[src/source/entity_pkg.sv]
// entity package: slot word, id, orientation, tile result, slot count, scan FSM states
package entity_pkg;

    // entity slot word
    // [13:10] id, [9:8] orientation, [7:4] tile row, [3:0] tile column
    typedef logic [13:0] entity_t;

    typedef logic [3:0] entity_id_t;
    typedef logic [1:0] orient_t;

    // per-tile result
    // [8:6] pixel row, [5:2] id, [1:0] orientation
    typedef logic [8:0] tile_entity_t;

    // slot counter, counts down from the slot count to 1
    typedef logic [3:0] slot_index_t;

    // slot is unused when its id is all ones
    localparam entity_id_t NO_ENTITY_ID = 4'hf;

    // nothing covers the lookahead point
    localparam tile_entity_t NO_TILE_ENTITY = 9'h1ff;

    localparam int ENTITY_SLOTS = 9;

    // scan sequencer states
    typedef enum logic [0:0] {
        IDLE,
        SCANNING
    } scan_state_t;

    // field extraction from a slot word
    function automatic entity_id_t entity_id(input entity_t ent);
        return ent[13:10];
    endfunction

    function automatic orient_t entity_orient(input entity_t ent);
        return ent[9:8];
    endfunction

endpackage : entity_pkg

[src/source/screen_geometry_pkg.sv]
// screen geometry package: pixel, tile and row types, tile size and screen size in tiles
package screen_geometry_pkg;

    // scan counter or pixel coordinate
    // wide enough for the 640 pixel line plus one tile of lookahead
    typedef logic [9:0] pixel_t;

    // tile column or tile row index
    // column in the low nibble of an entity location, row in the high nibble
    typedef logic [3:0] tile_coord_t;

    // pixel row inside a tile, after the upscale is divided out
    typedef logic [2:0] pixel_row_t;

    // source tile edge in pixels, before upscaling
    localparam int TILE_SIZE = 8;

    // visible screen in tiles
    localparam int SCREEN_TILES_H = 16;
    localparam int SCREEN_TILES_V = 12;

endpackage : screen_geometry_pkg

[src/source/entity_scan_sequencer.sv]
// entity scan sequencer: tile boundary detect, lookahead point, slot scan FSM and slot mux
`timescale 1ns/100ps

module entity_scan_sequencer
    import screen_geometry_pkg::*;
    import entity_pkg::*;
#(
    parameter int upscale_factor = 5,
    parameter int tile_len_pixel = 40
) (
    input  logic    clk,
    input  logic    reset,
    input  pixel_t  counter_h,
    input  pixel_t  counter_v,
    input  entity_t entity_1,
    input  entity_t entity_2,
    input  entity_t entity_3,
    input  entity_t entity_4,
    input  entity_t entity_5,
    input  entity_t entity_6,
    input  entity_t entity_7,
    input  entity_t entity_8,
    input  entity_t entity_9,
    output entity_t slot_entity,
    output logic    slot_valid,
    output logic    scan_start,
    output pixel_t  point_h,
    output pixel_t  point_v
);

    // source pixels per tile, a power of two
    localparam int tile_src_pixels = tile_len_pixel / upscale_factor;

    scan_state_t state;
    slot_index_t slot_idx;
    logic        on_boundary;
    logic        start_scan;

    // boundary = counter on a whole upscaled pixel that also starts a source tile
    // the second test is only a low-bit mask for an 8 pixel tile
    assign on_boundary = ((counter_h % upscale_factor) == 0)
                      && (((counter_h / upscale_factor) % tile_src_pixels) == 0);

    // boundaries during a scan are ignored, next one is a full tile away anyway
    assign start_scan = (state == IDLE) && on_boundary;

    // slot 9 first, slot 1 last
    always_ff @(posedge clk) begin
        if (!reset) begin
            state    <= IDLE;
            slot_idx <= '0;
        end else begin
            case (state)
                IDLE: begin
                    if (start_scan) begin
                        state    <= SCANNING;
                        slot_idx <= slot_index_t'(ENTITY_SLOTS);
                    end
                end
                SCANNING: begin
                    // slot 1 presented this cycle, scan done
                    if (slot_idx == slot_index_t'(1)) begin
                        state <= IDLE;
                    end
                    slot_idx <= slot_idx - 1'b1;
                end
                default: begin
                    state <= IDLE;
                end
            endcase
        end
    end

    // lookahead point, one tile right on the same line
    // held steady for the whole scan
    always_ff @(posedge clk) begin
        if (start_scan) begin
            point_h <= pixel_t'(counter_h + tile_len_pixel);
            point_v <= counter_v;
        end
    end

    assign slot_valid = (state == SCANNING);

    // first slot of the scan marks the new scan for the latch
    assign scan_start = (state == SCANNING) && (slot_idx == slot_index_t'(ENTITY_SLOTS));

    // slot mux
    always_comb begin
        case (slot_idx)
            4'd1:    slot_entity = entity_1;
            4'd2:    slot_entity = entity_2;
            4'd3:    slot_entity = entity_3;
            4'd4:    slot_entity = entity_4;
            4'd5:    slot_entity = entity_5;
            4'd6:    slot_entity = entity_6;
            4'd7:    slot_entity = entity_7;
            4'd8:    slot_entity = entity_8;
            4'd9:    slot_entity = entity_9;
            // unused slot word when idle
            default: slot_entity = {NO_ENTITY_ID, 10'd0};
        endcase
    end

endmodule : entity_scan_sequencer

[src/source/entity_tile_unit.sv]
// entity tile unit top: scan sequencer, hit detector and output latch
`timescale 1ns/100ps

module entity_tile_unit
    import screen_geometry_pkg::*;
    import entity_pkg::*;
#(
    parameter int upscale_factor = 5
) (
    input  logic         clk,
    input  logic         reset,
    input  pixel_t       counter_h,
    input  pixel_t       counter_v,
    input  entity_t      entity_1,
    input  entity_t      entity_2,
    input  entity_t      entity_3,
    input  entity_t      entity_4,
    input  entity_t      entity_5,
    input  entity_t      entity_6,
    input  entity_t      entity_7,
    input  entity_t      entity_8,
    input  entity_t      entity_9,
    output tile_entity_t out_entity
);

    // tile edge on screen, 40 pixels at upscale 5
    localparam int tile_len_pixel = TILE_SIZE * upscale_factor;

    entity_t      slot_entity;
    logic         slot_valid;
    logic         scan_start;
    pixel_t       point_h;
    pixel_t       point_v;
    logic         hit_valid;
    tile_entity_t hit_entity;

    // boundary detect and slot scan
    entity_scan_sequencer #(
        .upscale_factor (upscale_factor),
        .tile_len_pixel (tile_len_pixel)
    ) u_sequencer (
        .clk         (clk),
        .reset       (reset),
        .counter_h   (counter_h),
        .counter_v   (counter_v),
        .entity_1    (entity_1),
        .entity_2    (entity_2),
        .entity_3    (entity_3),
        .entity_4    (entity_4),
        .entity_5    (entity_5),
        .entity_6    (entity_6),
        .entity_7    (entity_7),
        .entity_8    (entity_8),
        .entity_9    (entity_9),
        .slot_entity (slot_entity),
        .slot_valid  (slot_valid),
        .scan_start  (scan_start),
        .point_h     (point_h),
        .point_v     (point_v)
    );

    // two cycles from slot to hit
    tile_hit_detector #(
        .upscale_factor (upscale_factor),
        .tile_len_pixel (tile_len_pixel)
    ) u_detector (
        .clk         (clk),
        .reset       (reset),
        .slot_entity (slot_entity),
        .slot_valid  (slot_valid),
        .point_h     (point_h),
        .point_v     (point_v),
        .hit_valid   (hit_valid),
        .hit_entity  (hit_entity)
    );

    // result of a scan shows up at the following boundary
    tile_entity_latch u_latch (
        .clk        (clk),
        .reset      (reset),
        .scan_start (scan_start),
        .hit_valid  (hit_valid),
        .hit_entity (hit_entity),
        .out_entity (out_entity)
    );

endmodule : entity_tile_unit

[src/source/tile_entity_latch.sv]
// tile entity latch: priority holder for the running scan and per-tile output register
`timescale 1ns/100ps

module tile_entity_latch
    import entity_pkg::*;
(
    input  logic         clk,
    input  logic         reset,
    input  logic         scan_start,
    input  logic         hit_valid,
    input  tile_entity_t hit_entity,
    output tile_entity_t out_entity
);

    // last hit of the running scan
    tile_entity_t holder;

    // slots arrive 9 down to 1, so a later hit overwrites an earlier one
    // lowest numbered covering slot wins
    // hits of one scan all land after its scan_start, never on it
    always_ff @(posedge clk) begin
        if (!reset) begin
            holder     <= NO_TILE_ENTITY;
            out_entity <= NO_TILE_ENTITY;
        end else if (scan_start) begin
            // publish previous scan, start a fresh one
            out_entity <= holder;
            holder     <= NO_TILE_ENTITY;
        end else if (hit_valid) begin
            holder <= hit_entity;
        end
    end

endmodule : tile_entity_latch

[src/source/tile_hit_detector.sv]
// tile hit detector: two-stage pipeline from a slot word to a hit with its pixel row
`timescale 1ns/100ps

module tile_hit_detector
    import screen_geometry_pkg::*;
    import entity_pkg::*;
#(
    parameter int upscale_factor = 5,
    parameter int tile_len_pixel = 40
) (
    input  logic         clk,
    input  logic         reset,
    input  entity_t      slot_entity,
    input  logic         slot_valid,
    input  pixel_t       point_h,
    input  pixel_t       point_v,
    output logic         hit_valid,
    output tile_entity_t hit_entity
);

    tile_coord_t slot_col;
    tile_coord_t slot_row;

    // stage one registers
    logic        s1_valid;
    pixel_t      s1_origin_h;
    pixel_t      s1_origin_v;
    entity_id_t  s1_id;
    orient_t     s1_orient;

    // stage two terms
    logic        in_h;
    logic        in_v;
    logic        is_hit;
    pixel_t      v_offset;
    pixel_row_t  pixel_row;

    // tile location, column low nibble, row high nibble
    assign slot_col = slot_entity[3:0];
    assign slot_row = slot_entity[7:4];

    // stage one valid
    always_ff @(posedge clk) begin
        if (!reset) begin
            s1_valid <= 1'b0;
        end else begin
            s1_valid <= slot_valid;
        end
    end

    // stage one: tile origin in screen pixels, id and orientation carried along
    always_ff @(posedge clk) begin
        s1_origin_h <= pixel_t'(slot_col * tile_len_pixel);
        s1_origin_v <= pixel_t'(slot_row * tile_len_pixel);
        s1_id       <= entity_id(slot_entity);
        s1_orient   <= entity_orient(slot_entity);
    end

    // half-open span on both axes
    assign in_h = (point_h >= s1_origin_h) && (point_h < s1_origin_h + tile_len_pixel);
    assign in_v = (point_v >= s1_origin_v) && (point_v < s1_origin_v + tile_len_pixel);

    // unused slots never hit, whatever their location
    assign is_hit = in_h && in_v && (s1_id != NO_ENTITY_ID);

    // row inside the tile, back in source pixels
    // offset < tile_len_pixel on a hit, so the quotient fits
    assign v_offset  = point_v - s1_origin_v;
    assign pixel_row = pixel_row_t'(v_offset / upscale_factor);

    // stage two valid, misses dropped here
    always_ff @(posedge clk) begin
        if (!reset) begin
            hit_valid <= 1'b0;
        end else begin
            hit_valid <= s1_valid && is_hit;
        end
    end

    // stage two payload
    always_ff @(posedge clk) begin
        hit_entity <= {pixel_row, s1_id, s1_orient};
    end

endmodule : tile_hit_detector
[config.mk]
export PLATFORM = sky130hd
export DESIGN_NAME = entity_tile_unit
export DESIGN_NICKNAME = d
export VERILOG_FILES = /design/src/source/entity_pkg.sv /design/src/source/screen_geometry_pkg.sv /design/src/source/entity_scan_sequencer.sv /design/src/source/entity_tile_unit.sv /design/src/source/tile_entity_latch.sv /design/src/source/tile_hit_detector.sv
export SDC_FILE = /design/constraint.sdc
export NUM_CORES = 1
export LEC_CHECK = 0
export ABC_AREA = 1
export BUFFER_PORTS_ARGS = -buffer_cell sky130_fd_sc_hd__buf_2
export CAP_MARGIN = 20
export CORE_AREA = 2 2 170 172
export CTS_CLUSTER_DIAMETER = 60
export DETAILED_ROUTE_END_ITERATION = 10
export DIE_AREA = 0 0 172 174
export PLACE_DENSITY_LB_ADDON = 0.3
export SLEW_MARGIN = 5
export SYNTH_ARGS = -nofsm -noshare
export SYNTH_HDL_FRONTEND = slang
export SYNTH_HIERARCHICAL = 1
export SYNTH_SLANG_ARGS = --single-unit
export TNS_END_PERCENT = 100
[constraint.sdc]
create_clock -name clk -period 6.8 [get_ports clk]
set_clock_uncertainty 0.2 [all_clocks]
set_input_delay 1.02 -clock clk [delete_from_list [all_inputs] [get_ports clk]]
set_output_delay 1.02 -clock clk [all_outputs]
set_load 0.01 [all_outputs]
==> run metrics <==
initial core utilization 29.28%; CTS Sinks 74; # nets final approximately 1700; EDFF count, synth 20; Placed Area ~0.011 mm2; period utilization 100.0%; Hold Path Class reg2reg; drc violations 0; share of the synthesized area in the top cell type between 10% and 20%; R2R depth 45; drt first pass iters 5; largest net degree at the start of global routing 21; via count 9236; Post-Synthesis Net Count 1441; Pleak 5.823 nW; cell area after synthesis 0.008269 mm2; Crit-path slowest cell ha_2; Rows 62; Crit path required time between 6 and 7 ns; placed cell count 1896; CTS H-tree depth 3; final-report max-slew violation count 0; failing checks negative setup slack; max frequency 147.0 MHz; Routed wire per std cell ~14 um; fraction of registers with async set/reset 0%; CP dominant cell by count nand2_2; post-route insts no fill around 1900; startpoint types input port; hold path cells 0; internal cell power 0.001457 W; VDD IR max 0.1249 mV; CTS clk-pin slew, worst paths 0.06 ns; Area Overhead vs Synth 39.88%; max cap viols 0; die area 0.02993 mm2; commonest cells in the netlist nand2_1 (369), inv_1 (139), nand3_1 (128), nor2_1 (63), dfxtp_1 (54); crit end category register; final wirelength 26490 um; sequential cell area fraction in the yosys report 20.34%; Core Region 0.02824 mm2; clock network power share 20.3%; CTS max path bufs 2; first-pass GRT wire length 41410 um; I/O pin cnt 157; post-synth top area cell nand2_1; Die Ht 174 um; CTS Buf Count 9; Vias/cell 4.778; Avg Inst Size Synth 6.685 um2; Arr. time, crit path 6.65 ns; Gate Count Post-Synth 1237; Gate power share 61.4%; GRT Util Overall 17.23%; die width 172 um; dominant cell by count in the synthesized netlist nand2_1; kind of critical path in2reg; Seq cells post-synth 74; post-route core utilization between 40% and 50%; Slew @ Worst Pin around 1.1 ns; CTS tree done; warnings from Yosys 6; Final min period 6.801 ns; switch share approximately two fifths; ranking of synthesized cells by area nand2_1 (17%), dfxtp_1 (13%), ha_1 (8.0%), nand3_1 (7.7%), edfxtp_1 (7.3%); sequential fraction of design power 18.3%; switching pwr 0.001019 W; Routed Antenna Nets 0; final worst slack -0.001487 ns; slowest cell delay on critical path around 0.31 ns; worst skew pair latency 0.33 ns; fin area 0.01157 mm2; Power Density 214.1 mW/mm2; initial antenna violation count 0; RSZ-0062 raised after global routing true; Rel. slew slack around a quarter; gpl congestion around 0.86; final hold violations 0; critical path peak fanout 8; hpwl dp 21470 um; status finished with violations; GRT overflow 0; I/O Buffers 156; drt initial violations slightly below 500; vias in the first global route around 8600; Setup Viol. Count Final 6; antenna cells 0; layout cells sized above 1 36.54%; CTS root buf clkbuf_16; synth unique cells 57; Synth Flop Type dfxtp_1
registers in the layout (all words and copies together), names as in the netlist:
register,flops
u_detector/s1_id,4
u_detector/s1_origin_h,7
u_detector/s1_origin_v,7
u_detector/s1_orient,2
u_sequencer/point_v,10
u_sequencer/slot_valid,1
u_detector/hit_valid,1
u_sequencer/point_h,10
u_latch/out_entity,9
u_detector/hit_entity,9
u_sequencer/slot_idx,4
u_latch/holder,9
u_detector/s1_valid,1
path summary, 6_finish.rpt:
| check | start | to | slack [ns] |
|---|---|---|---|
| setup / recovery | counter_h[4] | u_sequencer/point_v[3] | -0.001 |
| hold / removal | u_detector/s1_orient[0] | u_detector/hit_entity[0] | 0.13 |
| setup reg to reg | u_sequencer/point_v[3] | u_detector/hit_entity[6] | 0.54 |
| hold reg to reg | u_detector/s1_orient[0] | u_detector/hit_entity[0] | 0.13 |
placed cells by master, fill, tap and decap left out, types with 26 or more instances in the layout:
master	netlist	final
a221oi_1	26	26
nor2_1	63	52
buf_4	1	145
dfxtp_1	54	54
nand2_1	369	342
nand2_2	37	56
ha_1	53	48
nand4_1	43	43
inv_1	139	129
inv_2	28	30
nand3_1	128	118
buf_2	3	154
power groups by stage:
stage / Sequential (W) / Clock (W) / Combinational [W]
final: 0.000452 / 0.000504 / 0.00152
after global routing: 0.000452 / 0.000532 / 0.00168
after CTS: 0.000452 / 0.000514 / 0.00139
after detailed placement: 0.000462 / 0 / 0.00133
after global placement: 0.000462 / 0 / 0.00133
after floorplan: 0.000462 / 0 / 0.000775
stage by stage:
stage	power (W)	setup TNS (ns)	setup WS [ns]	hold slack, ns
3_5_place_dp	0.001796	-13.84	-0.6036	0.1153
5_1_grt	0.002668	-9.467	-0.4291	0.1354
4_1_cts	0.002357	0	0.02384	0.1298
6_report	0.002476	-0.004220	-0.001487	0.1266
2_1_floorplan	0.001237	-7.202	-0.3396	0.1096
3_3_place_gp	0.001788	-10.60	-0.4719	0.1148
logic make-up after synthesis:
| kind of cell | synth area share, % |
|---|---|
| AOI/OAI and AO/OA | 11.95 |
| xor gates and xnor gates | 3.162 |
| adders and majority gates | 8.746 |
| buffers and inverters | 9.684 |
| DFF | 20.34 |
| and+or+nand+nor | 46.12 |
repair_timing:
item	CTS	global route
setup buffers	9	9
endpoints found under the setup margin	24	26
hold buffers	0	0
gates cloned	4	2
pin swaps	34	38
gates resized for setup	33	76
critical path: cells and delay by family:
family,cells,cell delay (ns)
AOI/OAI and AO/OA,3,0.27
buffers and inverters,14,1.37
adders and majority gates,3,0.59
and+or+nand+nor,31,3.36
per-layer routing:
layer  GRT usage [%]  up-vias  part of all wire (%)
met3           1.890       27                   4.4
met2           30.97      192                    50
met1           21.92     4256                    44
li1                -     4761                     -
met5               0        -                     0
met4           3.922        0                   1.8
layout make-up:
type | instances | area, um2
Fill cell | 3016 | 16670
Clock buffer | 11 | 264.0
Inverter | 173 | 701.9
Timing Repair Buffer | 312 | 2049
Sequential cell | 74 | 1682
Clock inverter | 5 | 58.81
Tap cell | 384 | 480.5
Multi-Input combinational cell | 974 | 6331
Power figures use the tool's default switching activity.
